### config.mk
export PLATFORM = sky130hd
export DESIGN_NAME = cluster_dma
export DESIGN_NICKNAME = d
export VERILOG_FILES = /design/src/verilog/cluster_bus_pkg.sv /design/src/verilog/cluster_ctrl_pkg.sv /design/src/verilog/cluster_dma.sv
export VERILOG_INCLUDE_DIRS = /design/src /design/src/include
export SDC_FILE = /design/constraint.sdc
export NUM_CORES = 1
export LEC_CHECK = 0
export BUFFER_PORTS_ARGS = -buffer_cell sky130_fd_sc_hd__buf_2
export CAP_MARGIN = 20
export CORE_ASPECT_RATIO = 1.5
export CORE_MARGIN = 10
export CORE_UTILIZATION = 45
export CTS_CLUSTER_DIAMETER = 40
export CTS_CLUSTER_SIZE = 10
export DETAILED_ROUTE_END_ITERATION = 8
export MAX_ROUTING_LAYER = met4
export PLACE_DENSITY_LB_ADDON = 0.12
export SLEW_MARGIN = 20
export SYNTH_ARGS = -nofsm -noshare
export SYNTH_HDL_FRONTEND = slang
export SYNTH_SLANG_ARGS = --single-unit
### constraint.sdc
create_clock -name clk -period 4.35 [get_ports clk]
set_input_delay 1.0875 -clock clk [delete_from_list [all_inputs] [get_ports clk]]
set_output_delay 1.0875 -clock clk [all_outputs]
set_load 0.02 [all_outputs]
### src/include/cluster_defines.svh
////////////////////////////////////////////////////////////
// Mini cluster sizing: core count, bus and memory widths
// and the peripheral select bit of the word address
////////////////////////////////////////////////////////////

`ifndef CLUSTER_DEFINES_SVH
`define CLUSTER_DEFINES_SVH

// Cores receiving a software interrupt line
`define NR_CORES 4

// Word address and data word widths
`define ADDR_WIDTH 12
`define DATA_WIDTH 32

// TCDM words, indexed by the low address bits
`define MEM_DEPTH 256

// Address bit that routes an access to the peripherals
`define PERIPH_SEL_BIT 11

// Low address bits that pick a peripheral register
`define REG_IDX_WIDTH 3

`endif

### src/verilog/cluster_bus_pkg.sv
////////////////////////////////////////////////////////////
// Bus types shared by the masters, interconnect and memory
////////////////////////////////////////////////////////////

`include "cluster_defines.svh"

package cluster_bus_pkg;

  // Word address and bus data word
  typedef logic [`ADDR_WIDTH-1:0] addr_t;
  typedef logic [`DATA_WIDTH-1:0] data_t;

  // Row index into the TCDM
  typedef logic [$clog2(`MEM_DEPTH)-1:0] mem_idx_t;

  // Bus master that holds the grant
  typedef enum logic {
    HOST = 1'b0,
    DMA  = 1'b1
  } master_e;

endpackage

### src/verilog/cluster_ctrl_pkg.sv
////////////////////////////////////////////////////////////
// Control types: interrupt mask, register map, DMA states
////////////////////////////////////////////////////////////

`include "cluster_defines.svh"

package cluster_ctrl_pkg;

  // One msip bit per core
  typedef logic [`NR_CORES-1:0] core_mask_t;

  // Peripheral register map, word index inside the block
  typedef enum logic [`REG_IDX_WIDTH-1:0] {
    SCRATCH0    = 3'd0,
    SCRATCH1    = 3'd1,
    CLINT_SET   = 3'd2,
    CLINT_CLEAR = 3'd3,
    DMA_SRC     = 3'd4,
    DMA_DST     = 3'd5,
    DMA_LEN     = 3'd6,
    DMA_CTRL    = 3'd7
  } periph_reg_e;

  // Copy engine FSM
  typedef enum logic [1:0] {
    IDLE,
    READ,
    WAIT,
    WRITE
  } dma_state_e;

endpackage

### src/verilog/cluster_dma.sv
////////////////////////////////////////////////////////////
// Word-by-word copy engine, one read then one write per
// word, both issued as a bus master on the interconnect
////////////////////////////////////////////////////////////

`include "cluster_defines.svh"

module cluster_dma (
  input  logic                   clk,
  input  logic                   rst_n,
  input  logic                   dma_start,
  input  cluster_bus_pkg::addr_t dma_src,
  input  cluster_bus_pkg::addr_t dma_dst,
  input  cluster_bus_pkg::data_t dma_len,
  output logic                   dma_busy,
  output logic                   dma_req,
  output logic                   dma_we,
  output cluster_bus_pkg::addr_t dma_addr,
  output cluster_bus_pkg::data_t dma_wdata,
  input  logic                   dma_gnt,
  input  logic                   dma_rvalid,
  input  cluster_bus_pkg::data_t dma_rdata
);

  import cluster_bus_pkg::*;
  import cluster_ctrl_pkg::*;

  dma_state_e state;
  addr_t      src_q;
  addr_t      dst_q;
  data_t      cnt_q;
  data_t      buf_q;

  always_ff @(posedge clk) begin
    if (rst_n) begin
      state <= IDLE;
      src_q <= '0;
      dst_q <= '0;
      cnt_q <= '0;
      buf_q <= '0;
    end else begin
      case (state)
        IDLE: begin
          // Zero length copies nothing and never goes busy
          if (dma_start && dma_len != '0) begin
            src_q <= dma_src;
            dst_q <= dma_dst;
            cnt_q <= dma_len;
            state <= READ;
          end
        end
        READ: begin
          if (dma_gnt) begin
            state <= WAIT;
          end
        end
        WAIT: begin
          if (dma_rvalid) begin
            buf_q <= dma_rdata;
            state <= WRITE;
          end
        end
        WRITE: begin
          if (dma_gnt) begin
            src_q <= src_q + addr_t'(1);
            dst_q <= dst_q + addr_t'(1);
            cnt_q <= cnt_q - data_t'(1);
            // Last word written
            state <= (cnt_q == data_t'(1)) ? IDLE : READ;
          end
        end
        default: state <= IDLE;
      endcase
    end
  end

  assign dma_busy = (state != IDLE);

  // Request held in READ and WRITE until granted
  always_comb begin
    dma_req   = 1'b0;
    dma_we    = 1'b0;
    dma_addr  = src_q;
    dma_wdata = buf_q;
    case (state)
      READ: begin
        dma_req = 1'b1;
      end
      WRITE: begin
        dma_req  = 1'b1;
        dma_we   = 1'b1;
        dma_addr = dst_q;
      end
      default: ;
    endcase
  end

endmodule

==> impl.org <==
** Outcome
- Status :: finished clean

** Detailed routing
- Avg Vias per Cell :: 5.67
- Final routed wirelength across all metal layers :: 15.9 mm
- In the routed design, unresolved DRC markers number 0.
- Initial DRC Count :: 275
- In this run the remaining antenna-violating nets after routing total 0.
- For this run, the detailed router's first-pass iteration total came to 5.
- Via count :: 5,302
- Wire length per cell :: 17.0 um

** Logic synthesis
- Total nets after synthesis :: 779
- Xor/xnor share of the synthesized area :: 0%
- Counting flops with a built-in enable in the synthesized netlist gives 0.
- Mux contribution to synthesized area :: 3.92%
- For this run, the number of Yosys warnings is 0.
- Simple logic cell fraction of the synthesized area :: 26.9%
- Of the total synthesized cell area, the portion taken by full adders, half adders and majority gates is 2.25%.
- Post-synthesis compound-gate area fraction :: 25.9%
- FFs w/ async S/R, synth :: 0%
- Yosys mapped the design onto 51 distinct sky130hd cell types.
- After synthesis, the largest family of logic cells by area is simple AND/OR/NAND/NOR gates.
- After synthesis the cells add up to 0.00501 mm2.
- Dividing the synthesized area by the synthesized cell count gives 7.40 um2.
- Number of synthesized register bits :: 90
- Sequential element share of the synthesized area :: 36.0%
- Most used flip-flop cell after synthesis :: dfxtp_1
- Gate count of the mapped netlist :: 677

** Global route
- Total GRT Usage :: 20.1%
- The number of antenna violations at the first check in global routing is 1.
- Global routing finished with a remaining overflow of 0.
- The first global-routing pass estimated 25.7 mm of wire.
- Vias in the first global route :: 5,312
- Entering global routing, the biggest net connects 70 pins.

** Timing
- Across all hold checks on the routed design, the worst slack comes to 0.451 ns.
- Post-route clock skew :: 0.00881 ns
- For the pin with the worst max-slew slack, the measured transition is 1.03 ns.
- Headroom to the max-slew limit :: 30.8%
- Setup repair after global routing missed its margin :: no
- Period Utilization, post-route :: 74.6%
- Derived from the worst setup path, the maximum achievable clock frequency is 308 MHz.
- Counting I/O delays and the setup requirement, the final critical path takes 3.25 ns.
- The count of final max-slew check failures is 0.
- Final Hold Vio Count :: 0
- Summed over all failing endpoints, the final setup total negative slack is 0 ns.
- Setup-failing EPs final :: 0

** Setup path
- The slowest stage of the critical path belongs to the cell ha_4.
- Crit Path Category :: reg2out
- Arrival time at the worst endpoint :: 2.16 ns
- The worst register-to-register path has a setup slack of 1.68 ns.
- In this run the worst path has a maximum fanout of 43.
- Cells along the critical path :: ha_4 > buf_4 > mux2_2 > buf_2
- Critical path capture point type :: output pin
- Largest stage delay on the critical path :: 0.51 ns
- The worst setup path is launched from a register.
- Data on the critical path is required at its endpoint by 3.26 ns.

** Power
- Switching power of the nets :: 1.80 mW
- Worst vdd ir :: 0.252 mV
- Summed over all cells, the static leakage comes to 2.46 nW.
- Per report_power, the clock group accounts for 21.1% of the total.
- Cell area power density :: 664 mW/mm2
- Internal power consumption :: 2.25 mW
- Gate power share :: 46.7%
- Share of power burned in registers :: 32.2%
- Of the total power, the share spent switching nets is 44.5%.

** Job
- Reported max-cap violation count :: 0

** Worst hold path
- Hold Crit Class :: reg2reg

** Finish
- The sequential cells in the finished layout cover a total of 0.00180 mm2.
- Area taken by multi-input logic gates :: 0.00298 mm2
- Fill cells in the final layout number 1,106.
- Area growth syn-to-layout :: 21.8%
- Proportion of layout cells with a drive suffix above 1 :: 23.8%
- Final nets :: 884
- Once layout is complete, the utilization of the core stands at 55.5%.

** Clock network
- The H-tree was split into 3 levels.
- Maximum root-to-sink buffer count :: 2
- Clock transition at the registers of the reported paths :: 0.06 ns
- Clock latency on the worst-skew pair, taken at its later pin, is 0.34 ns.
- For this design, the CTS-stage hold fixing added 0 buffers.
- Number of buffers inserted to repair setup after CTS :: 0
- TritonCTS built the clock tree.
- PostCTS Resize Cnt :: 0
- CTS sink cnt :: 90
- CTS Root Buffer Type :: clkbuf_16
- Number of buffers created by CTS :: 9

** Placement
- Buffers added on ports :: 139
- Routability congestion estimate :: 0.835
- Sum of net half-perimeters after detailed placement :: 11.5 mm

** Floorplan
- For this configuration, the core starts out at a cell density of 45.6%.
- The floorplan has 47 rows.
- In this run the vertical extent of the chip is 149 um.
- Total die area :: 0.0158 mm2
- From left edge to right edge, the die measures 106 um.
- Count of boundary I/O pins :: 140
- After floorplanning, the core was sized to cover 0.0110 mm2.
placed cells by master (no fill, tap or decap), types with 5 or more instances in the layout:
cell	synthesis	final
mux2i_1	5	5
a21oi_1	108	107
buf_4	0	5
nand3_1	9	9
o21ai_0	64	64
nor4_1	15	15
inv_1	13	13
o2bb2ai_1	6	6
a211oi_1	6	6
clkbuf_16	0	9
nor3_1	18	18
nor2_1	32	32
mux2_2	13	13
o32ai_1	11	11
a31oi_1	7	7
nand4_1	7	7
o21a_1	5	5
nand2b_1	11	11
dfxtp_1	90	90
nand2_1	112	112
buf_2	1	139
ha_1	9	8
nor2b_1	25	25
and3_1	14	14
final cells by class:
cell class | instances | area share, %
Clock inverter | 5 | 1.39
Timing Repair Buffer | 145 | 12.3
Multi-Input combinational cell | 522 | 48.9
Sequential cell | 90 | 29.5
Tap cell | 147 | 3.01
Inverter | 14 | 0.861
Clock buffer | 11 | 3.98
Antenna cell | 1 | 0.0410
metal layers:
metal | vias to the layer above | routed length, um | part of all wire [%] | track usage [%]
met5 | - | 0 | 0 | -
met4 | 0 | 346 | 2.2 | 7.54
met3 | 20 | 800 | 5.0 | 4.37
met2 | 165 | 8180 | 51 | 34.4
met1 | 2492 | 6610 | 41 | 22.5
li1 | 2625 | - | - | -
registers in the layout, summed over array words and instances, names as in the netlist:
| signal | cells |
|---|---|
| src_q | 12 |
| dst_q | 12 |
| cnt_q | 32 |
| state | 2 |
| dma_wdata | 32 |
path summary, 6_finish.rpt:
path,from,end,cells past startpoint
hold reg to reg,dma_wdata[6],dma_wdata[6],2
setup / recovery,state[1],dma_addr[7],4
setup reg to reg,state[1],dst_q[1],6
hold / removal,dma_wdata[6],dma_wdata[6],2
power by group through the flow:
stage | Combinational, mW | Clock, mW | Sequential (mW)
2_1_floorplan | 1.36 | 0 | 1.29
3_3_place_gp | 1.83 | 0 | 1.30
3_5_place_dp | 1.88 | 0 | 1.32
4_1_cts | 1.89 | 0.878 | 1.30
5_1_grt | 2.10 | 0.907 | 1.34
6_report | 1.89 | 0.854 | 1.30
synthesized netlist by cell type (9+ instances only):
cell      instances  area share [%]
a21oi_1         108              11
and3_1           14             1.7
clkbuf_1         48             3.6
dfxtp_1          90              36
ha_1              9             2.2
inv_1            13            0.97
mux2_2           13             2.9
nand2_1         112             8.4
nand2b_1         11             1.4
nand3_1           9            0.90
nor2_1           32             2.4
nor2b_1          25             3.1
nor3_1           18             1.8
nor4_1           15             1.9
o21ai_0          64             6.4
o32ai_1          11             1.9
stage by stage:
| stage | power (mW) | instance area, um2 | worst slack (ns) | instances |
|---|---|---|---|---|
| final | 4.05 | 6100 | 1.10 | 935 |
| after global routing | 4.35 | 6100 | 1.01 | 935 |
| after CTS | 4.07 | 6100 | 1.10 | 934 |
| after detailed placement | 3.20 | 5770 | 0.968 | 918 |
| after global placement | 3.14 | 5770 | 1.02 | 918 |
| after floorplan | 2.65 | 5010 | 1.37 | 677 |
critical path: cells and delay by family, from the launching register on:
kind | cells | cell delay [ns]
flops | 1 | 0.43
fa+ha+maj | 1 | 0.51
buf+inv | 2 | 0.49
mux | 1 | 0.37
cell families (layout without fill, tap and decap cells):
kind of cell             count (synthesis)  after routing
AO/OA/AOI/OAI                          227            227
flip-flops                              90             90
adder cells (fa/ha/maj)                  9              9
buffers and inverters                   65            175
multiplexers                            18             18
other                                    0              1
AND/OR/NAND/NOR                        268            268
(Power assumes the default switching activity.)
