--- config.mk ---
export PLATFORM = sky130hd
export DESIGN_NAME = cluster_interconnect
export DESIGN_NICKNAME = d
export VERILOG_FILES = /design/src/verilog/cluster_bus_pkg.sv /design/src/verilog/cluster_ctrl_pkg.sv /design/src/verilog/cluster_interconnect.sv
export VERILOG_INCLUDE_DIRS = /design/src /design/src/include
export SDC_FILE = /design/constraint.sdc
export NUM_CORES = 1
export LEC_CHECK = 0
export BUFFER_PORTS_ARGS = -buffer_cell sky130_fd_sc_hd__buf_2
export CAP_MARGIN = 20
export CORE_AREA = 2 2 117 119
export CTS_CLUSTER_DIAMETER = 50
export DETAILED_ROUTE_END_ITERATION = 10
export DIE_AREA = 0 0 119 121
export PLACE_DENSITY = 0.58
export SLEW_MARGIN = 20
export SYNTH_ARGS = -nofsm -noshare
export SYNTH_HDL_FRONTEND = slang
export SYNTH_SLANG_ARGS = --single-unit
--- constraint.sdc ---
create_clock -name clk -period 2.6 [get_ports clk]
set_input_delay 0.52 -clock clk [delete_from_list [all_inputs] [get_ports clk]]
set_output_delay 0.52 -clock clk [all_outputs]
set_load 0.02 [all_outputs]
--- src/include/cluster_defines.svh ---
////////////////////////////////////////////////////////////
// Mini cluster sizing: core count, bus and memory widths
// and the peripheral select bit of the word address
////////////////////////////////////////////////////////////

`ifndef CLUSTER_DEFINES_SVH
`define CLUSTER_DEFINES_SVH

// Cores receiving a software interrupt line
`define NR_CORES 4

// Word address and data word widths
`define ADDR_WIDTH 12
`define DATA_WIDTH 32

// TCDM words, indexed by the low address bits
`define MEM_DEPTH 256

// Address bit that routes an access to the peripherals
`define PERIPH_SEL_BIT 11

// Low address bits that pick a peripheral register
`define REG_IDX_WIDTH 3

`endif

--- src/verilog/cluster_bus_pkg.sv ---
////////////////////////////////////////////////////////////
// Bus types shared by the masters, interconnect and memory
////////////////////////////////////////////////////////////

`include "cluster_defines.svh"

package cluster_bus_pkg;

  // Word address and bus data word
  typedef logic [`ADDR_WIDTH-1:0] addr_t;
  typedef logic [`DATA_WIDTH-1:0] data_t;

  // Row index into the TCDM
  typedef logic [$clog2(`MEM_DEPTH)-1:0] mem_idx_t;

  // Bus master that holds the grant
  typedef enum logic {
    HOST = 1'b0,
    DMA  = 1'b1
  } master_e;

endpackage

--- src/verilog/cluster_ctrl_pkg.sv ---
////////////////////////////////////////////////////////////
// Control types: interrupt mask, register map, DMA states
////////////////////////////////////////////////////////////

`include "cluster_defines.svh"

package cluster_ctrl_pkg;

  // One msip bit per core
  typedef logic [`NR_CORES-1:0] core_mask_t;

  // Peripheral register map, word index inside the block
  typedef enum logic [`REG_IDX_WIDTH-1:0] {
    SCRATCH0    = 3'd0,
    SCRATCH1    = 3'd1,
    CLINT_SET   = 3'd2,
    CLINT_CLEAR = 3'd3,
    DMA_SRC     = 3'd4,
    DMA_DST     = 3'd5,
    DMA_LEN     = 3'd6,
    DMA_CTRL    = 3'd7
  } periph_reg_e;

  // Copy engine FSM
  typedef enum logic [1:0] {
    IDLE,
    READ,
    WAIT,
    WRITE
  } dma_state_e;

endpackage

--- src/verilog/cluster_interconnect.sv ---
////////////////////////////////////////////////////////////
// Round-robin arbiter for host and DMA, address decode to
// TCDM or peripherals, and read data return to the master
////////////////////////////////////////////////////////////

`include "cluster_defines.svh"

module cluster_interconnect (
  input  logic                          clk,
  input  logic                          rst_n,
  input  logic                          host_req,
  input  logic                          host_we,
  input  cluster_bus_pkg::addr_t        host_addr,
  input  cluster_bus_pkg::data_t        host_wdata,
  output logic                          host_gnt,
  output logic                          host_rvalid,
  output cluster_bus_pkg::data_t        host_rdata,
  input  logic                          dma_req,
  input  logic                          dma_we,
  input  cluster_bus_pkg::addr_t        dma_addr,
  input  cluster_bus_pkg::data_t        dma_wdata,
  output logic                          dma_gnt,
  output logic                          dma_rvalid,
  output cluster_bus_pkg::data_t        dma_rdata,
  output logic                          mem_en,
  output logic                          mem_we,
  output cluster_bus_pkg::mem_idx_t     mem_idx,
  output cluster_bus_pkg::data_t        mem_wdata,
  input  cluster_bus_pkg::data_t        mem_rdata,
  output logic                          reg_wr,
  output logic                          reg_rd,
  output cluster_ctrl_pkg::periph_reg_e reg_idx,
  output cluster_bus_pkg::data_t        reg_wdata,
  input  cluster_bus_pkg::data_t        reg_rdata
);

  import cluster_bus_pkg::*;
  import cluster_ctrl_pkg::*;

  master_e last_gnt;
  logic    any_gnt;
  logic    sel_we;
  addr_t   sel_addr;
  data_t   sel_wdata;
  logic    to_periph;

  // Outstanding read: owner and responding slave
  logic    rd_pending;
  master_e rd_master;
  logic    rd_periph;
  data_t   rd_data;

  ////////////////////////////////////////////////////////////
  // Arbitration
  ////////////////////////////////////////////////////////////

  // On a conflict the master that lost last time wins
  // No grants while in reset
  assign host_gnt = !rst_n && host_req && (!dma_req || last_gnt == DMA);
  assign dma_gnt  = !rst_n && dma_req && (!host_req || last_gnt == HOST);
  assign any_gnt  = host_gnt || dma_gnt;

  assign sel_we    = host_gnt ? host_we    : dma_we;
  assign sel_addr  = host_gnt ? host_addr  : dma_addr;
  assign sel_wdata = host_gnt ? host_wdata : dma_wdata;

  always_ff @(posedge clk) begin
    if (rst_n) begin
      last_gnt <= DMA;
    end else if (any_gnt) begin
      last_gnt <= host_gnt ? HOST : DMA;
    end
  end

  ////////////////////////////////////////////////////////////
  // Address decode
  ////////////////////////////////////////////////////////////

  assign to_periph = sel_addr[`PERIPH_SEL_BIT];

  // Memory ignores the upper address bits, so it aliases
  assign mem_en    = any_gnt && !to_periph;
  assign mem_we    = sel_we;
  assign mem_idx   = mem_idx_t'(sel_addr);
  assign mem_wdata = sel_wdata;

  assign reg_wr    = any_gnt && to_periph && sel_we;
  assign reg_rd    = any_gnt && to_periph && !sel_we;
  assign reg_idx   = periph_reg_e'(sel_addr[`REG_IDX_WIDTH-1:0]);
  assign reg_wdata = sel_wdata;

  ////////////////////////////////////////////////////////////
  // Read response
  ////////////////////////////////////////////////////////////

  always_ff @(posedge clk) begin
    if (rst_n) begin
      rd_pending <= 1'b0;
      rd_master  <= HOST;
      rd_periph  <= 1'b0;
    end else begin
      rd_pending <= any_gnt && !sel_we;
      if (any_gnt) begin
        rd_master <= host_gnt ? HOST : DMA;
        rd_periph <= to_periph;
      end
    end
  end

  // Both slaves answer one cycle after the request
  assign rd_data = rd_periph ? reg_rdata : mem_rdata;

  assign host_rvalid = rd_pending && (rd_master == HOST);
  assign dma_rvalid  = rd_pending && (rd_master == DMA);
  assign host_rdata  = rd_data;
  assign dma_rdata   = rd_data;

endmodule

==> impl_metrics.ini, run 1 <==
[outcome]
status = completed

[worst_setup_path]
cp.arrival_ns = 1.74
worst_path_max_delay_cell = mux2_4
path_cells = buf_2 -> nand2b_1 -> nand2_4 -> buf_12 -> mux2_4 -> buf_2
crit_buf_inv = 3
ff2ff_path_depth = 3
cp.required_ns = 2.08
worstSetupEndpointType = output port
path_max_fanout = 20
regToRegStartpoint = last_gnt
startpoint_type = input port
critPathKind = in -> out
reg2reg_to = rd_pending
r2r_setup_slack_ns = 1.50
crit_family = buffers and inverters
slowest_delay_ns = 0.33
cpMostUsedCell = buf_2

[floorplanning]
fp-row-count = 42
die_y_um = 121
start_util = 0.142
die_width_um = 119
ios = 305
fp.coreArea_um2 = 13100
die_area_um2 = 14400

[power]
switchingPower_uw = 503
cellLeakagePower_nw = 1.83
clkPwrFrac = 0.217
max-vdd-ir-drop_mv = 0.164
seqPwrFrac = 0.062
power_density_nw_per_um2 = 364
netSwitchingFraction = 0.451
combinationalPowerShare = 0.721
internal_power_uw = 611
power.total_mw = 1.11

[yosys]
syn_nets = 348
syn_inst = 190
yosysUniqueCellTypes = 26
synthSimpleGateAreaFrac = 0.0500
synth_warnings = 0
synth_compound_gate_area_share = 0.0473
syn_avg_cell_area_um2 = 9.75
synthAdderAreaFrac = 0
ys_seq_area_frac = 0.0432
syn-cell-area_um2 = 1850
synth_top_family_by_area = multiplexers
muxShareOfSynthArea = 0.513
synth_xor_area_frac = 0
synth-seq-cells = 4

[clocking]
h-tree-depth = 1
clock_sinks = 4
postCtsHoldBufs = 0
numCtsBuffers = 3
worstSkewPairLatency_ns = 0.23
clk_pin_slew_ns = 0.03
cts_setup_buffers = 0
cts_resized = 0
root_buffer = clkbuf_16
cts_tree = yes
clk_path_buf_depth = 2

[routing]
via_per_inst = 3.68
wl_um = 7130
postRouteAntennaNets = 0
first_pass_iters = 2
via_count = 2167
wl_per_cell_um = 12.1
drc = 0
drtIter0Drc = 17

[sta]
finalSetupTns_ns = 0
hold_violations = 0
setup_slack_ns = 0.341
maxSlewHeadroom = 0.736
rsz0062_at_grt = false
holdWs_ns = 0.518
clock_skew_ns = 0.00367
worst_pin_slew_ns = 0.396
final_max_slew_viol_count = 0
fin_crit_sh = 0.869
setup_viol = 0
max_freq_ghz = 0.443
finalCriticalPeriod_ns = 2.26

[layout]
stdcell_area_um2 = 3060
drive_above_1_share = 0.923
antennaDiodeCount = 0
nets = 573
n_fill_cell = 1464
syn2layout_area_growth_pct = 65.3
mostFrequentLayoutCell = buf_2
fin_util = 0.234
fin_cells = 589
final_cell_mix = buf_2, mux2_4, mux2_2

[placement]
numPortBuffers = 298
dp_cells = 586
hpwl_um = 6510
place_congestion = 0.744
dp_slack_ns = 0.317
placed_cell_area_um2 = 2990

[hold_path]
hold_path.class = reg -> reg
hold_depth = 2
min_from = last_gnt
hold_end = last_gnt

[grt]
gr-total-overflow = 0
grt_max_degree = 34
antenna_found_initial = 0
grt_pass1_wl_um = 9410
grt_pass1_vias = 1929
grt_usage = 0.0840

[job]
maxCapViolCount = 0
## worst max-delay path by stage
stage                       start  slack, ns            to  cells past startpoint
final                     dma_req       0.34  reg_wdata[2]                      6
after global routing      dma_req       0.24  reg_wdata[2]                      6
after CTS                 dma_req       0.30  reg_wdata[2]                      6
after detailed placement  dma_req       0.32  reg_wdata[2]                      6
after global placement    dma_req       0.32  mem_wdata[2]                      6
after floorplan           dma_req       0.64  reg_wdata[0]                      5
## sequential cells by signal (all words and copies together) (netlist names)
| signal | cells |
|---|---|
| rd_periph | 1 |
| rd_master | 1 |
| rd_pending | 1 |
| last_gnt | 1 |
## layout make-up
cell class,instances,area (um2),share of cell area
clock buffer,3,75.1,0.0245
multi-input combinational,99,1130,0.369
sequential,4,80.1,0.0262
tap,176,220,0.0719
inverter,4,15.0,0.00490
timing repair buffer,303,1540,0.503
## worst reg2reg max path: stages (launching register included)
cell and delay, ns:
dfxtp_1 0.35, nand2b_1 0.23, nand2_4 0.18, a211oi_1 0.26
## cells by family after synthesis
kind of cell	count (synthesis)
buffers and inverters	87
muxes	72
and+or+nand+nor	14
AOI/OAI and AO/OA	13
DFF	4
## Yosys cell counts
| library cell | n | area, um2 |
|---|---|---|
| a21oi_1 | 4 | 20.0 |
| inv_1 | 4 | 15.0 |
| o211ai_1 | 1 | 7.51 |
| nor2b_1 | 3 | 18.8 |
| clkbuf_1 | 1 | 3.75 |
| and2_1 | 1 | 6.26 |
| o21ai_0 | 3 | 15.0 |
| o32a_1 | 1 | 10.0 |
| dfxtp_1 | 4 | 80.1 |
| buf_4 | 75 | 563 |
| a21o_1 | 1 | 7.51 |
| nand2_4 | 1 | 11.3 |
| mux2_2 | 35 | 394 |
| a21bo_2 | 1 | 10.0 |
| nor3_1 | 1 | 5.00 |
| nor2_1 | 2 | 7.51 |
| nand2b_1 | 1 | 6.26 |
| nand4_1 | 2 | 12.5 |
| buf_2 | 3 | 15.0 |
| buf_6 | 4 | 45.0 |
| or2b_1 | 1 | 7.51 |
| mux2_4 | 37 | 556 |
| o311a_1 | 1 | 10.0 |
| nor2b_4 | 1 | 13.8 |
| a211oi_1 | 1 | 7.51 |
| nand2_1 | 1 | 3.75 |
## power groups by stage
stage                     registers (mW)  logic [mW]  clock network, mW
final                             0.0695       0.803              0.242
after global routing              0.0700       0.850              0.253
after CTS                         0.0697       0.815              0.246
after detailed placement          0.0705       0.812                  0
after global placement            0.0704       0.811                  0
after floorplan                   0.0692       0.623                  0
## routing by layer
metal,GRT usage,part of all wire,up-vias
met1,0.0837,0.34,961
met5,0,0,-
met2,0.166,0.52,176
li1,-,-,1028
met3,0.0338,0.14,2
met4,0.0112,0.0035,0
No activity file was read; power rests on OpenSTA's default activity.
==> inputs of run 2 (changes only) <==
SETUP_SLACK_MARGIN = 0.4   (was not set)
==> run 2 against run 1 <==
Clock power barely moved. Sequential cell count unchanged. Combinational power is 2% higher. Cell count increased by 0.68%. Global-route usage about the same. Non-clock buffer count is 4 higher. Clock skew decreased by 0.0017 ns. Critical path depth stayed put. Critical endpoint is now mem_wdata[8]. Highest routed layer unchanged.
==> impl_metrics.ini, run 2 (synthesis gave the netlist of run 1 again) <==
[sta]
hold_violations = 0
rsz0062_at_grt = true
finalCriticalPeriod_ns = 2.17
clock_skew_ns = 0.00201
maxSlewHeadroom = 0.736
worst_pin_slew_ns = 0.396
finalSetupTns_ns = 0
final_max_slew_viol_count = 0
fin_crit_sh = 0.834
max_freq_ghz = 0.461
setup_viol = 0

[worst_setup_path]
regToRegStartpoint = last_gnt
cpMostUsedCell = buf_2
worstSetupEndpointType = output port
path_max_fanout = 10
path_cells = buf_2 -> nor2b_4 -> nand2_8 -> clkbuf_16 -> mux2_4 -> buf_2
crit_family = buffers and inverters
worst_path_max_delay_cell = mux2_4
r2r_setup_slack_ns = 1.43
crit_buf_inv = 3
startpoint_type = input port
critPathKind = in -> out
cp.arrival_ns = 1.65
cp.required_ns = 2.08
reg2reg_to = rd_pending
slowest_delay_ns = 0.31
critPathLaunch = rst_n
ff2ff_path_depth = 4

[power]
max-vdd-ir-drop_mv = 0.163
cellLeakagePower_nw = 1.87
power_density_nw_per_um2 = 359

[grt]
use_met3 = 0.0338
grt_max_degree = 34
gr-total-overflow = 0
gr-usage-met2 = 0.167
antenna_found_initial = 0
busiest_layer = met2
grt_use_met1 = 0.0834
grt_pass1_wl_um = 9430
grt_usage = 0.0841
grt_pass1_vias = 1938

[clocking]
cts_tree = yes
numCtsBuffers = 3
root_buffer = clkbuf_16
clk_path_buf_depth = 2
clock_sinks = 4
h-tree-depth = 1
clk_pin_slew_ns = 0.03
worstSkewPairLatency_ns = 0.22

[routing]
first_pass_iters = 3
postRouteAntennaNets = 0
drtIter0Drc = 19
wl_um = 7290
via_per_inst = 3.70
drc = 0
wl_per_cell_um = 12.3
via_count = 2192

[floorplanning]
die_width_um = 119
start_util = 0.142
die_area_um2 = 14400
ios = 305
fp-row-count = 42
die_y_um = 121
fp.coreArea_um2 = 13100

[layout]
final_cell_mix = buf_2, mux2_4, mux2_2
stdcell_area_um2 = 3150
antennaDiodeCount = 0
fin_cells = 593
drive_above_1_share = 0.926
mostFrequentLayoutCell = buf_2
nets = 577
fin_util = 0.240
syn2layout_area_growth_pct = 69.9

[outcome]
status = completed

[placement]
placed_cell_area_um2 = 2990
numPortBuffers = 298
hpwl_um = 6510
dp_cells = 586
place_congestion = 0.744

[hold_path]
hold_end = last_gnt
hold_path.class = reg -> reg
min_from = last_gnt
hold_depth = 2

[job]
maxCapViolCount = 0
==> run 2: changes by cell type in the layout (fill, tap and decap cells not counted), sizes merged <==
cell	delta
buf	+2
clkbuf	+2
==> run 2: area by class of cell <==
cell class	count	area, um2
Tap cell	176	220
Inverter	4	15.0
Fill cell	1458	9940
Clock buffer	3	75.1
Timing Repair Buffer	307	1620
Sequential cell	4	80.1
Multi-Input combinational cell	99	1140
==> run 2: worst max path at each step <==
stage / end / slack (ns) / cells after the start
after floorplan: reg_wdata[0] / 0.64 / 5
after global placement: mem_wdata[2] / 0.32 / 6
after detailed placement: reg_wdata[2] / 0.32 / 6
after CTS: reg_wdata[2] / 0.37 / 6
after global routing: mem_wdata[8] / 0.38 / 6
final: mem_wdata[8] / 0.43 / 6
==> run 2: repair_timing <==
item / in CTS / in global routing
pin swaps: 1 / 1
endpoints found under the setup margin: 65 / 71
setup buffers: 2 / 0
gates resized for setup: 0 / 6
cloned: 0 / 2
hold buffers: 0 / 0
==> run 2: report_power, final <==
group | switching (mW) | internal (mW)
logic | 0.460 | 0.360
clock network | 0.0426 | 0.196
registers | 0.00298 | 0.0666
==> run 2: layer usage <==
layer / wire, um / vias to the layer above
met1: 2470 / 978
met4: 25 / 0
met2: 3810 / 176
li1: - / 1036
met3: 985 / 2
met5: 0 / -
==> run 2: stage by stage <==
step           total power [mW]  setup WS (ns)  hold WS, ns
6_report                   1.13          0.430        0.521
5_1_grt                    1.19          0.382        0.534
3_5_place_dp              0.882          0.317        0.516
2_1_floorplan             0.693          0.635        0.474
3_3_place_gp              0.882          0.322        0.508
4_1_cts                    1.13          0.373        0.526
==> run 2: worst min-delay path, stage by stage, from the launching register on <==
cell and delay, ns:
dfxtp_1 0.35, a21oi_1 0.08, nand2_1 0.06
