--- src/include/cluster_defines.svh ---
////////////////////////////////////////////////////////////
// Mini cluster sizing: core count, bus and memory widths
// and the peripheral select bit of the word address
////////////////////////////////////////////////////////////

`ifndef CLUSTER_DEFINES_SVH
`define CLUSTER_DEFINES_SVH

// Cores receiving a software interrupt line
`define NR_CORES 4

// Word address and data word widths
`define ADDR_WIDTH 12
`define DATA_WIDTH 32

// TCDM words, indexed by the low address bits
`define MEM_DEPTH 256

// Address bit that routes an access to the peripherals
`define PERIPH_SEL_BIT 11

// Low address bits that pick a peripheral register
`define REG_IDX_WIDTH 3

`endif

--- src/verilog/cluster_bus_pkg.sv ---
////////////////////////////////////////////////////////////
// Bus types shared by the masters, interconnect and memory
////////////////////////////////////////////////////////////

`include "cluster_defines.svh"

package cluster_bus_pkg;

  // Word address and bus data word
  typedef logic [`ADDR_WIDTH-1:0] addr_t;
  typedef logic [`DATA_WIDTH-1:0] data_t;

  // Row index into the TCDM
  typedef logic [$clog2(`MEM_DEPTH)-1:0] mem_idx_t;

  // Bus master that holds the grant
  typedef enum logic {
    HOST = 1'b0,
    DMA  = 1'b1
  } master_e;

endpackage

--- src/verilog/cluster_ctrl_pkg.sv ---
////////////////////////////////////////////////////////////
// Control types: interrupt mask, register map, DMA states
////////////////////////////////////////////////////////////

`include "cluster_defines.svh"

package cluster_ctrl_pkg;

  // One msip bit per core
  typedef logic [`NR_CORES-1:0] core_mask_t;

  // Peripheral register map, word index inside the block
  typedef enum logic [`REG_IDX_WIDTH-1:0] {
    SCRATCH0    = 3'd0,
    SCRATCH1    = 3'd1,
    CLINT_SET   = 3'd2,
    CLINT_CLEAR = 3'd3,
    DMA_SRC     = 3'd4,
    DMA_DST     = 3'd5,
    DMA_LEN     = 3'd6,
    DMA_CTRL    = 3'd7
  } periph_reg_e;

  // Copy engine FSM
  typedef enum logic [1:0] {
    IDLE,
    READ,
    WAIT,
    WRITE
  } dma_state_e;

endpackage

--- src/verilog/cluster_periph.sv ---
////////////////////////////////////////////////////////////
// Cluster peripherals: scratch words, software interrupt
// set/clear register, DMA configuration and status
////////////////////////////////////////////////////////////

`include "cluster_defines.svh"

module cluster_periph (
  input  logic                          clk,
  input  logic                          rst_n,
  input  logic                          reg_wr,
  input  logic                          reg_rd,
  input  cluster_ctrl_pkg::periph_reg_e reg_idx,
  input  cluster_bus_pkg::data_t        reg_wdata,
  output cluster_bus_pkg::data_t        reg_rdata,
  output cluster_ctrl_pkg::core_mask_t  msip,
  output logic                          dma_start,
  output cluster_bus_pkg::addr_t        dma_src,
  output cluster_bus_pkg::addr_t        dma_dst,
  output cluster_bus_pkg::data_t        dma_len,
  input  logic                          dma_busy
);

  import cluster_bus_pkg::*;
  import cluster_ctrl_pkg::*;

  data_t      scratch0;
  data_t      scratch1;
  core_mask_t msip_q;
  addr_t      src_q;
  addr_t      dst_q;
  data_t      len_q;
  data_t      rd_mux;

  ////////////////////////////////////////////////////////////
  // Register writes
  ////////////////////////////////////////////////////////////

  always_ff @(posedge clk) begin
    if (rst_n) begin
      scratch0 <= '0;
      scratch1 <= '0;
      msip_q   <= '0;
      src_q    <= '0;
      dst_q    <= '0;
      len_q    <= '0;
    end else if (reg_wr) begin
      case (reg_idx)
        SCRATCH0:    scratch0 <= reg_wdata;
        SCRATCH1:    scratch1 <= reg_wdata;
        // Set and clear aliases of the same mask
        CLINT_SET:   msip_q <= msip_q | reg_wdata[`NR_CORES-1:0];
        CLINT_CLEAR: msip_q <= msip_q & ~reg_wdata[`NR_CORES-1:0];
        DMA_SRC:     src_q <= reg_wdata[`ADDR_WIDTH-1:0];
        DMA_DST:     dst_q <= reg_wdata[`ADDR_WIDTH-1:0];
        DMA_LEN:     len_q <= reg_wdata;
        default: ;
      endcase
    end
  end

  // Start strobe in the grant cycle, so the next read already sees busy
  assign dma_start = reg_wr && (reg_idx == DMA_CTRL);

  assign msip    = msip_q;
  assign dma_src = src_q;
  assign dma_dst = dst_q;
  assign dma_len = len_q;

  ////////////////////////////////////////////////////////////
  // Register reads
  ////////////////////////////////////////////////////////////

  always_comb begin
    case (reg_idx)
      SCRATCH0:    rd_mux = scratch0;
      SCRATCH1:    rd_mux = scratch1;
      CLINT_SET,
      CLINT_CLEAR: rd_mux = data_t'(msip_q);
      DMA_SRC:     rd_mux = data_t'(src_q);
      DMA_DST:     rd_mux = data_t'(dst_q);
      DMA_LEN:     rd_mux = len_q;
      DMA_CTRL:    rd_mux = data_t'(dma_busy);
      default:     rd_mux = '0;
    endcase
  end

  always_ff @(posedge clk) begin
    if (rst_n) begin
      reg_rdata <= '0;
    end else if (reg_rd) begin
      reg_rdata <= rd_mux;
    end
  end

endmodule

--- config.mk ---
export PLATFORM = sky130hd
export DESIGN_NAME = cluster_periph
export DESIGN_NICKNAME = d
export VERILOG_FILES = /design/src/verilog/cluster_bus_pkg.sv /design/src/verilog/cluster_ctrl_pkg.sv /design/src/verilog/cluster_periph.sv
export VERILOG_INCLUDE_DIRS = /design/src /design/src/include
export SDC_FILE = /design/constraint.sdc
export NUM_CORES = 1
export LEC_CHECK = 0
export ABC_AREA = 1
export BUFFER_PORTS_ARGS = -buffer_cell sky130_fd_sc_hd__buf_2
export CAP_MARGIN = 40
export CORE_ASPECT_RATIO = 1.75
export CORE_MARGIN = 1
export CORE_UTILIZATION = 49
export CTS_CLUSTER_SIZE = 12
export DETAILED_ROUTE_END_ITERATION = 10
export PLACE_DENSITY_LB_ADDON = 0.1
export REMOVE_ABC_BUFFERS = 1
export SYNTH_ARGS = -nofsm -noshare
export SYNTH_HDL_FRONTEND = slang
export SYNTH_SLANG_ARGS = --single-unit
--- constraint.sdc ---
create_clock -name clk -period 1.28 [get_ports clk]
set_clock_uncertainty 0.15 [all_clocks]
set_input_delay 0.128 -clock clk [delete_from_list [all_inputs] [get_ports clk]]
set_output_delay 0.128 -clock clk [all_outputs]
set_load 0.01 [all_outputs]
==> key figures, run 1 <==
Job
  – Max_cap viols: 0

Global routing
  – Number of global-route vias before repair: 6209
  – First-pass GRT wire length: 30.8 mm
  – Gr usage total: 0.295
  – Initial antenna violation count: 0
  – Largest net degree at the start of global routing: 51
  – Grt ovf: 0

Pwr
  – Clock share of power: 0.418
  – VDD IR-drop max: 0.949 mV
  – Cell internal pwr: 8.01 mW
  – Cell area power density: 1270 nW/um^2
  – Reg power frac: 0.474
  – Logic gate share of total power: 0.108
  – Sw frac: 0.258
  – LEAKAGE: approximately 3.7 nW
  – Switching power: 2.79 mW

Placement
  – Post-DP Area: 7640 um^2
  – Placement Setup Slack: -0.294 ns
  – Gpl congestion: 0.857
  – Post-DP HPWL: 12.8 mm
  – Port buffer count: approximately 130

Critical path
  – CP Capture Type: output port
  – Crit start category: flip-flop
  – Worst EP required: 1.00 ns
  – CP top delay family: flip-flops
  – Slowest-stage cell, CP: dfxtp_1
  – Slowest stage delay, CP: 0.40 ns
  – CP Cell Sequence: buf_2
  – Crit-path max FO: 3
  – Worst EP arrival: 0.99 ns
  – Setup CP Type: flip-flop to output port
  – WP buf/inv: 1

Clock network
  – CTS Buffer Depth: 2
  – CTS root buf: clkbuf_16
  – Post-CTS Setup Bufs: 0
  – CTS buffer count: 17
  – H-tree depth: 4
  – CTS tree: done
  – Clk Latency, worst-skew pair: 0.42 ns
  – Clock transition at path regs: 0.06 ns
  – CTS Sinks: 156

Layout
  – Layout cell share with drive strength beyond 1: 0.222
  – Sequential cell area: about 3100 um^2
  – Diode count: 0
  – Area grow syn2layout: 32.1%
  – # nets final: ~1100
  – Multi-input gate area: ~2600 um^2
  – Commonest cells after routing, fill and taps aside: dfxtp_1, o21ai_0, buf_2
  – Final instance area: 8510 um^2
  – Commonest non-fill, non-tap cell in the layout: dfxtp_1
  – Fillers: approximately 1200

Synthesis
  – Synth unique cells: 22
  – Cells after Synth: around 870
  – Post-synthesis sequential area ratio: 0.485
  – Yosys warnings: 0
  – Syn avg cell area: about 7.4 um^2
  – Post-Syn Area: 6440 um^2
  – Yosys reg bits: 156

STA
  – Fin crit share: 0.988
  – RSZ-0062 raised after global routing: no
  – FMAX: 0.791 GHz
  – Relative slew slack: 0.647
  – Crit path time final: 1.26 ns
  – Setup violators final: 0
  – Worst-Margin Slew: 0.530 ns
  – Setup ws final: 0.0151 ns
  – Final hold viol count: 0
  – Max Slew Vio Count: 0

Routing
  – WL/cell: 15.8 um
  – Final WL: 19.3 mm
  – Antenna Nets Post-Route: 0
  – Detailed Route Iter0 Violations: 330
  – Via count of the routed design: 6588
  – Pre-antenna DRT Iters: 5
  – Vias/cell: approximately 5.4
  – DRC violations left: 0

Hold path
  – Min-Delay Path Class: input port to flip-flop

Floorplan
  – CORE AREA: between 10000 and 15000 um^2
  – Io pins: around 130
  – Initial Util: 0.501
  – # rows: 55
  – Die height: between 150 and 200 um
  – Die ar.: between 10000 and 15000 um^2
  – Horiz. Die Dim: 88.7 um

Outcome
  – Status: completed
flip-flops by register name, indices dropped and copies added (netlist names), named ones only:
name / flops
dma_dst: 12
dma_len: 32
dma_src: 12
reg_rdata: 32
scratch0: 32
scratch1: 32
cell usage after synthesis (all sizes together):
cell    number  area [um^2]
a31oi        3         18.8
inv        109          409
o21bai       5         37.5
a22oi       20          150
dfxtp      156         3120
nor4         1         6.26
nand2       72          270
nand3       59          310
a21oi      127          636
nor3         1         10.0
nor2        73          287
buf         28          146
clkbuf      40          150
o21ai      153          766
nand4       20          125
cell type report:
class                      instances  share of cell area
clock buffer                      20              0.0525
clock inverter                    11             0.00852
inverter                         109              0.0484
multi-input combinational        534               0.309
sequential                       156               0.367
tap                              171              0.0251
timing repair buffer             221               0.190
routing by layer:
metal	global-route usage	share of wire
met5	0	0
met4	0.133	0.035
met3	0.0429	0.040
met2	0.522	0.52
met1	0.342	0.40
power by group through the flow:
| stage | Combinational (mW) | Clock (mW) | Sequential (mW) |
|---|---|---|---|
| final | 1.17 | 4.51 | 5.12 |
| after global routing | 1.28 | 4.73 | 5.14 |
| after CTS | 1.16 | 4.54 | 5.12 |
| after detailed placement | 1.07 | 0 | 5.23 |
| after global placement | 1.06 | 0 | 5.23 |
| after floorplan | 0.408 | 0 | 5.26 |
worst paths after layout:
kind	from	to	slack, ns	cells past startpoint
worst max-delay path	dma_dst[5]$_SDFFE_PP0P_	dma_dst[5]	0.02	1
worst min-delay path	dma_busy	reg_rdata[0]$_SDFFE_PP0P_	0.04	7
worst max register to register	dma_dst[2]$_SDFFE_PP0P_	reg_rdata[2]$_SDFFE_PP0P_	0.21	6
worst min register to register	scratch0[1]$_SDFFE_PP0P_	scratch0[1]$_SDFFE_PP0P_	0.29	2
through the flow:
step	hold WS [ns]	cells	setup TNS (ns)	utilization	total power, mW
final	0.0360	1222	0	0.662	10.8
after global routing	0.0817	1222	0	0.662	11.2
after CTS	0.0304	1222	0	0.660	10.8
after detailed placement	0.247	1158	-19.44	0.594	6.30
after global placement	0.239	1158	-16.09	0.594	6.29
after floorplan	0.0471	799	-92.20	-	5.66
cell families after synthesis:
logic type	count (synthesis)	share of synthesized area
buffers and inverters	177	0.109
and+or+nand+nor	226	0.156
AOI/OAI and AO/OA	308	0.249
DFF	156	0.485
repair_timing:
item                                    CTS  global route
resized for setup                         1             3
endpoints found under the setup margin    1             1
pin swaps                                 0             0
gates cloned                              0             0
hold endpoints to repair                124             0
hold buffers                             33             0
Note: power is estimated with default switching activity, not from simulation.
==> run 2, diff against run 1 <==
BUFFER_PORTS_ARGS = unset   (was -buffer_cell sky130_fd_sc_hd__buf_2)
CORE_UTILIZATION = 57   (was 49)
DONT_BUFFER_PORTS = 1   (was unset)
REMOVE_ABC_BUFFERS = unset   (was 1)
==> run 2 against run 1 <==
The run now ends with hold timing left. Worst hold slack worse by 0.17 ns. Cell count down 13%. Design area down 5.5%. First-iteration DRC count up 32%. Setup slack better by 0.026 ns. Highest routed layer unchanged. Clock-buffer cell count down 2. Non-clock buffer count down 126. Core utilization up 6.7 points. Via count down 5.2%.
==> key figures, run 2 (synthesized netlist as in run 1, its figures left out) <==
Layout
  – Diode count: 0 (unchanged)
  – Final instance area: 8040 um^2 (-5.5%)
  – Fillers: 857 (-30%)
  – # nets final: 953 (-12%)
  – Commonest non-fill, non-tap cell in the layout: dfxtp_1
  – Commonest cells after routing, fill and taps aside: dfxtp_1, o21ai_0, a21oi_1
  – Layout cell share with drive strength beyond 1: 0.106 (-0.116)
  – Area grow syn2layout: 24.8%

Critical path
  – Worst EP arrival: 1.44 ns (+0.45 ns)
  – R2r setup slk: 0.15 ns (-0.06 ns)
  – CP top delay family: buffers and inverters
  – CP Capture Type: flip-flop
  – Crit start category: input port
  – Crit-path max FO: 15 (+12)
  – CP Cell Sequence: inv_2, nand3_2, inv_4, buf_12, nand3_1, dlygate4sd3_1, a21oi_2
  – WP buf/inv: 4 (+3)
  – Slowest-stage cell, CP: dlygate4sd3_1
  – Setup CP Type: input port to flip-flop
  – Worst EP required: 1.48 ns (+0.48 ns)
  – Slowest stage delay, CP: 0.58 ns (+0.18 ns)

Routing
  – Via count of the routed design: 6245 (-5.2%)
  – Antenna Nets Post-Route: 0 (unchanged)
  – WL/cell: 18.0 um (+13%)
  – Detailed Route Iter0 Violations: 434 (+32%)
  – Final WL: 19.0 mm (-1.8%)
  – Vias/cell: 5.90 (+9.5%)
  – Pre-antenna DRT Iters: 6 (+1)
  – DRC violations left: 0 (unchanged)

STA
  – Final hold viol count: 56 (+56)
  – Setup violators final: 0 (unchanged)
  – Worst-Margin Slew: 0.578 ns (+0.0480 ns)
  – Relative slew slack: 0.614 (-0.0325)
  – Smallest hold slack: -0.130 ns (-0.166 ns)
  – RSZ-0062 raised after global routing: no
  – Max Slew Vio Count: 0 (unchanged)
  – Fin crit share: 0.968 (-0.0205)
  – Crit path time final: 1.24 ns (-0.0262 ns)
  – Setup ws final: 0.0414 ns (+0.0262 ns)
  – FMAX: 0.807 GHz (+2.1%)

Pwr
  – Cell area power density: 1470 nW/um^2 (+16%)
  – VDD IR-drop max: 1.59 mV (+68%)
  – Power consumption: 11.8 mW (+9.2%)
  – LEAKAGE: 3.21 nW (-13%)

Placement
  – Post-DP Area: 6760 um^2 (-12%)
  – Gpl congestion: 0.923 (+7.7%)
  – Placement Setup Slack: -0.0210 ns (+0.273 ns)
  – Port buffer count: 0 (-100%)
  – Post-DP HPWL: 11.5 mm (-10%)

Global routing
  – Gr usage total: 0.323 (+0.0276)
  – Largest net degree at the start of global routing: 65 (+27%)
  – Number of global-route vias before repair: 5970 (-3.8%)
  – First-pass GRT wire length: 28.8 mm (-6.4%)
  – Initial antenna violation count: 0 (unchanged)
  – Grt ovf: 0 (unchanged)

Floorplan
  – CORE AREA: 11000 um^2 (-14%)
  – Initial Util: 0.584 (+0.0830)
  – Horiz. Die Dim: 82.4 um (-7.1%)
  – Io pins: 133 (unchanged)
  – Die height: 143 um (-7.2%)
  – Die ar.: 11800 um^2 (-14%)
  – # rows: 51 (-7.3%)

Synthesis
  – Syn nets: 907

Clock network
  – CTS Sinks: 156 (unchanged)
  – CTS buffer count: 17 (unchanged)
  – CTS tree: done
  – CTS Buffer Depth: 2 (unchanged)
  – H-tree depth: 4 (unchanged)
  – Clock transition at path regs: 0.06 ns (about the same)
  – CTS root buf: clkbuf_16
  – Clk Latency, worst-skew pair: 0.42 ns (about the same)

Outcome
  – Status: complete, but fails checks
  – Violated checks: hold timing

Job
  – Max_cap viols: 0 (unchanged)

Hold path
  – Min-Delay Path Class: input port to flip-flop
run 2: area by class of cell:
cell class	count	area (um^2)	share of cell area
inverter	109	414	0.0515
multi-input combinational	534	2650	0.329
tap	132	165	0.0205
clock buffer	18	429	0.0534
clock inverter	14	241	0.0300
timing repair buffer	95	1020	0.127
sequential	156	3120	0.388
run 2: report_power, final:
group | internal, mW | switching, mW
Sequential | 5.03 | 0.152
Combinational | 0.375 | 0.563
Clock | 3.67 | 2.01
run 2: repair_timing:
| item | 4_1_cts | 5_1_grt |
|---|---|---|
| hold buffers | 44 | 6 |
| setup endpoints to repair | 0 | 10 |
| hold endpoints to repair | 156 | 51 |
| setup buffers | 0 | 1 |
| resized for setup | 0 | 17 |
run 2: per-stage QoR:
stage / std cells / TNS (ns) / utilization
floorplan: 867 / 0 / -
finish: 1058 / 0 / 0.729
detailed placement: 974 / -0.0340 / 0.612
global placement: 974 / 0 / 0.612
CTS: 1050 / 0 / 0.716
global route: 1058 / 0 / 0.729
run 2: final timing paths:
check	cells past startpoint	to	startpoint
worst max-delay path	7	dma_len[30]$_SDFFE_PP0P_	reg_idx[0]
worst min-delay path	2	dma_len[24]$_SDFFE_PP0P_	rst_n
worst max register to register	6	reg_rdata[0]$_SDFFE_PP0P_	dma_dst[0]$_SDFFE_PP0P_
worst min register to register	2	scratch0[3]$_SDFFE_PP0P_	scratch0[3]$_SDFFE_PP0P_
run 2: layer usage:
metal / wire length [um] / share of wire / vias to the layer above / global-route usage
met4: 721 / 0.038 / 0 / 0.172
met2: 9960 / 0.52 / 308 / 0.567
met5: 0 / 0 / - / 0
li1: - / - / 2983 / -
met3: 1360 / 0.072 / 66 / 0.0690
met1: 6960 / 0.37 / 2888 / 0.349
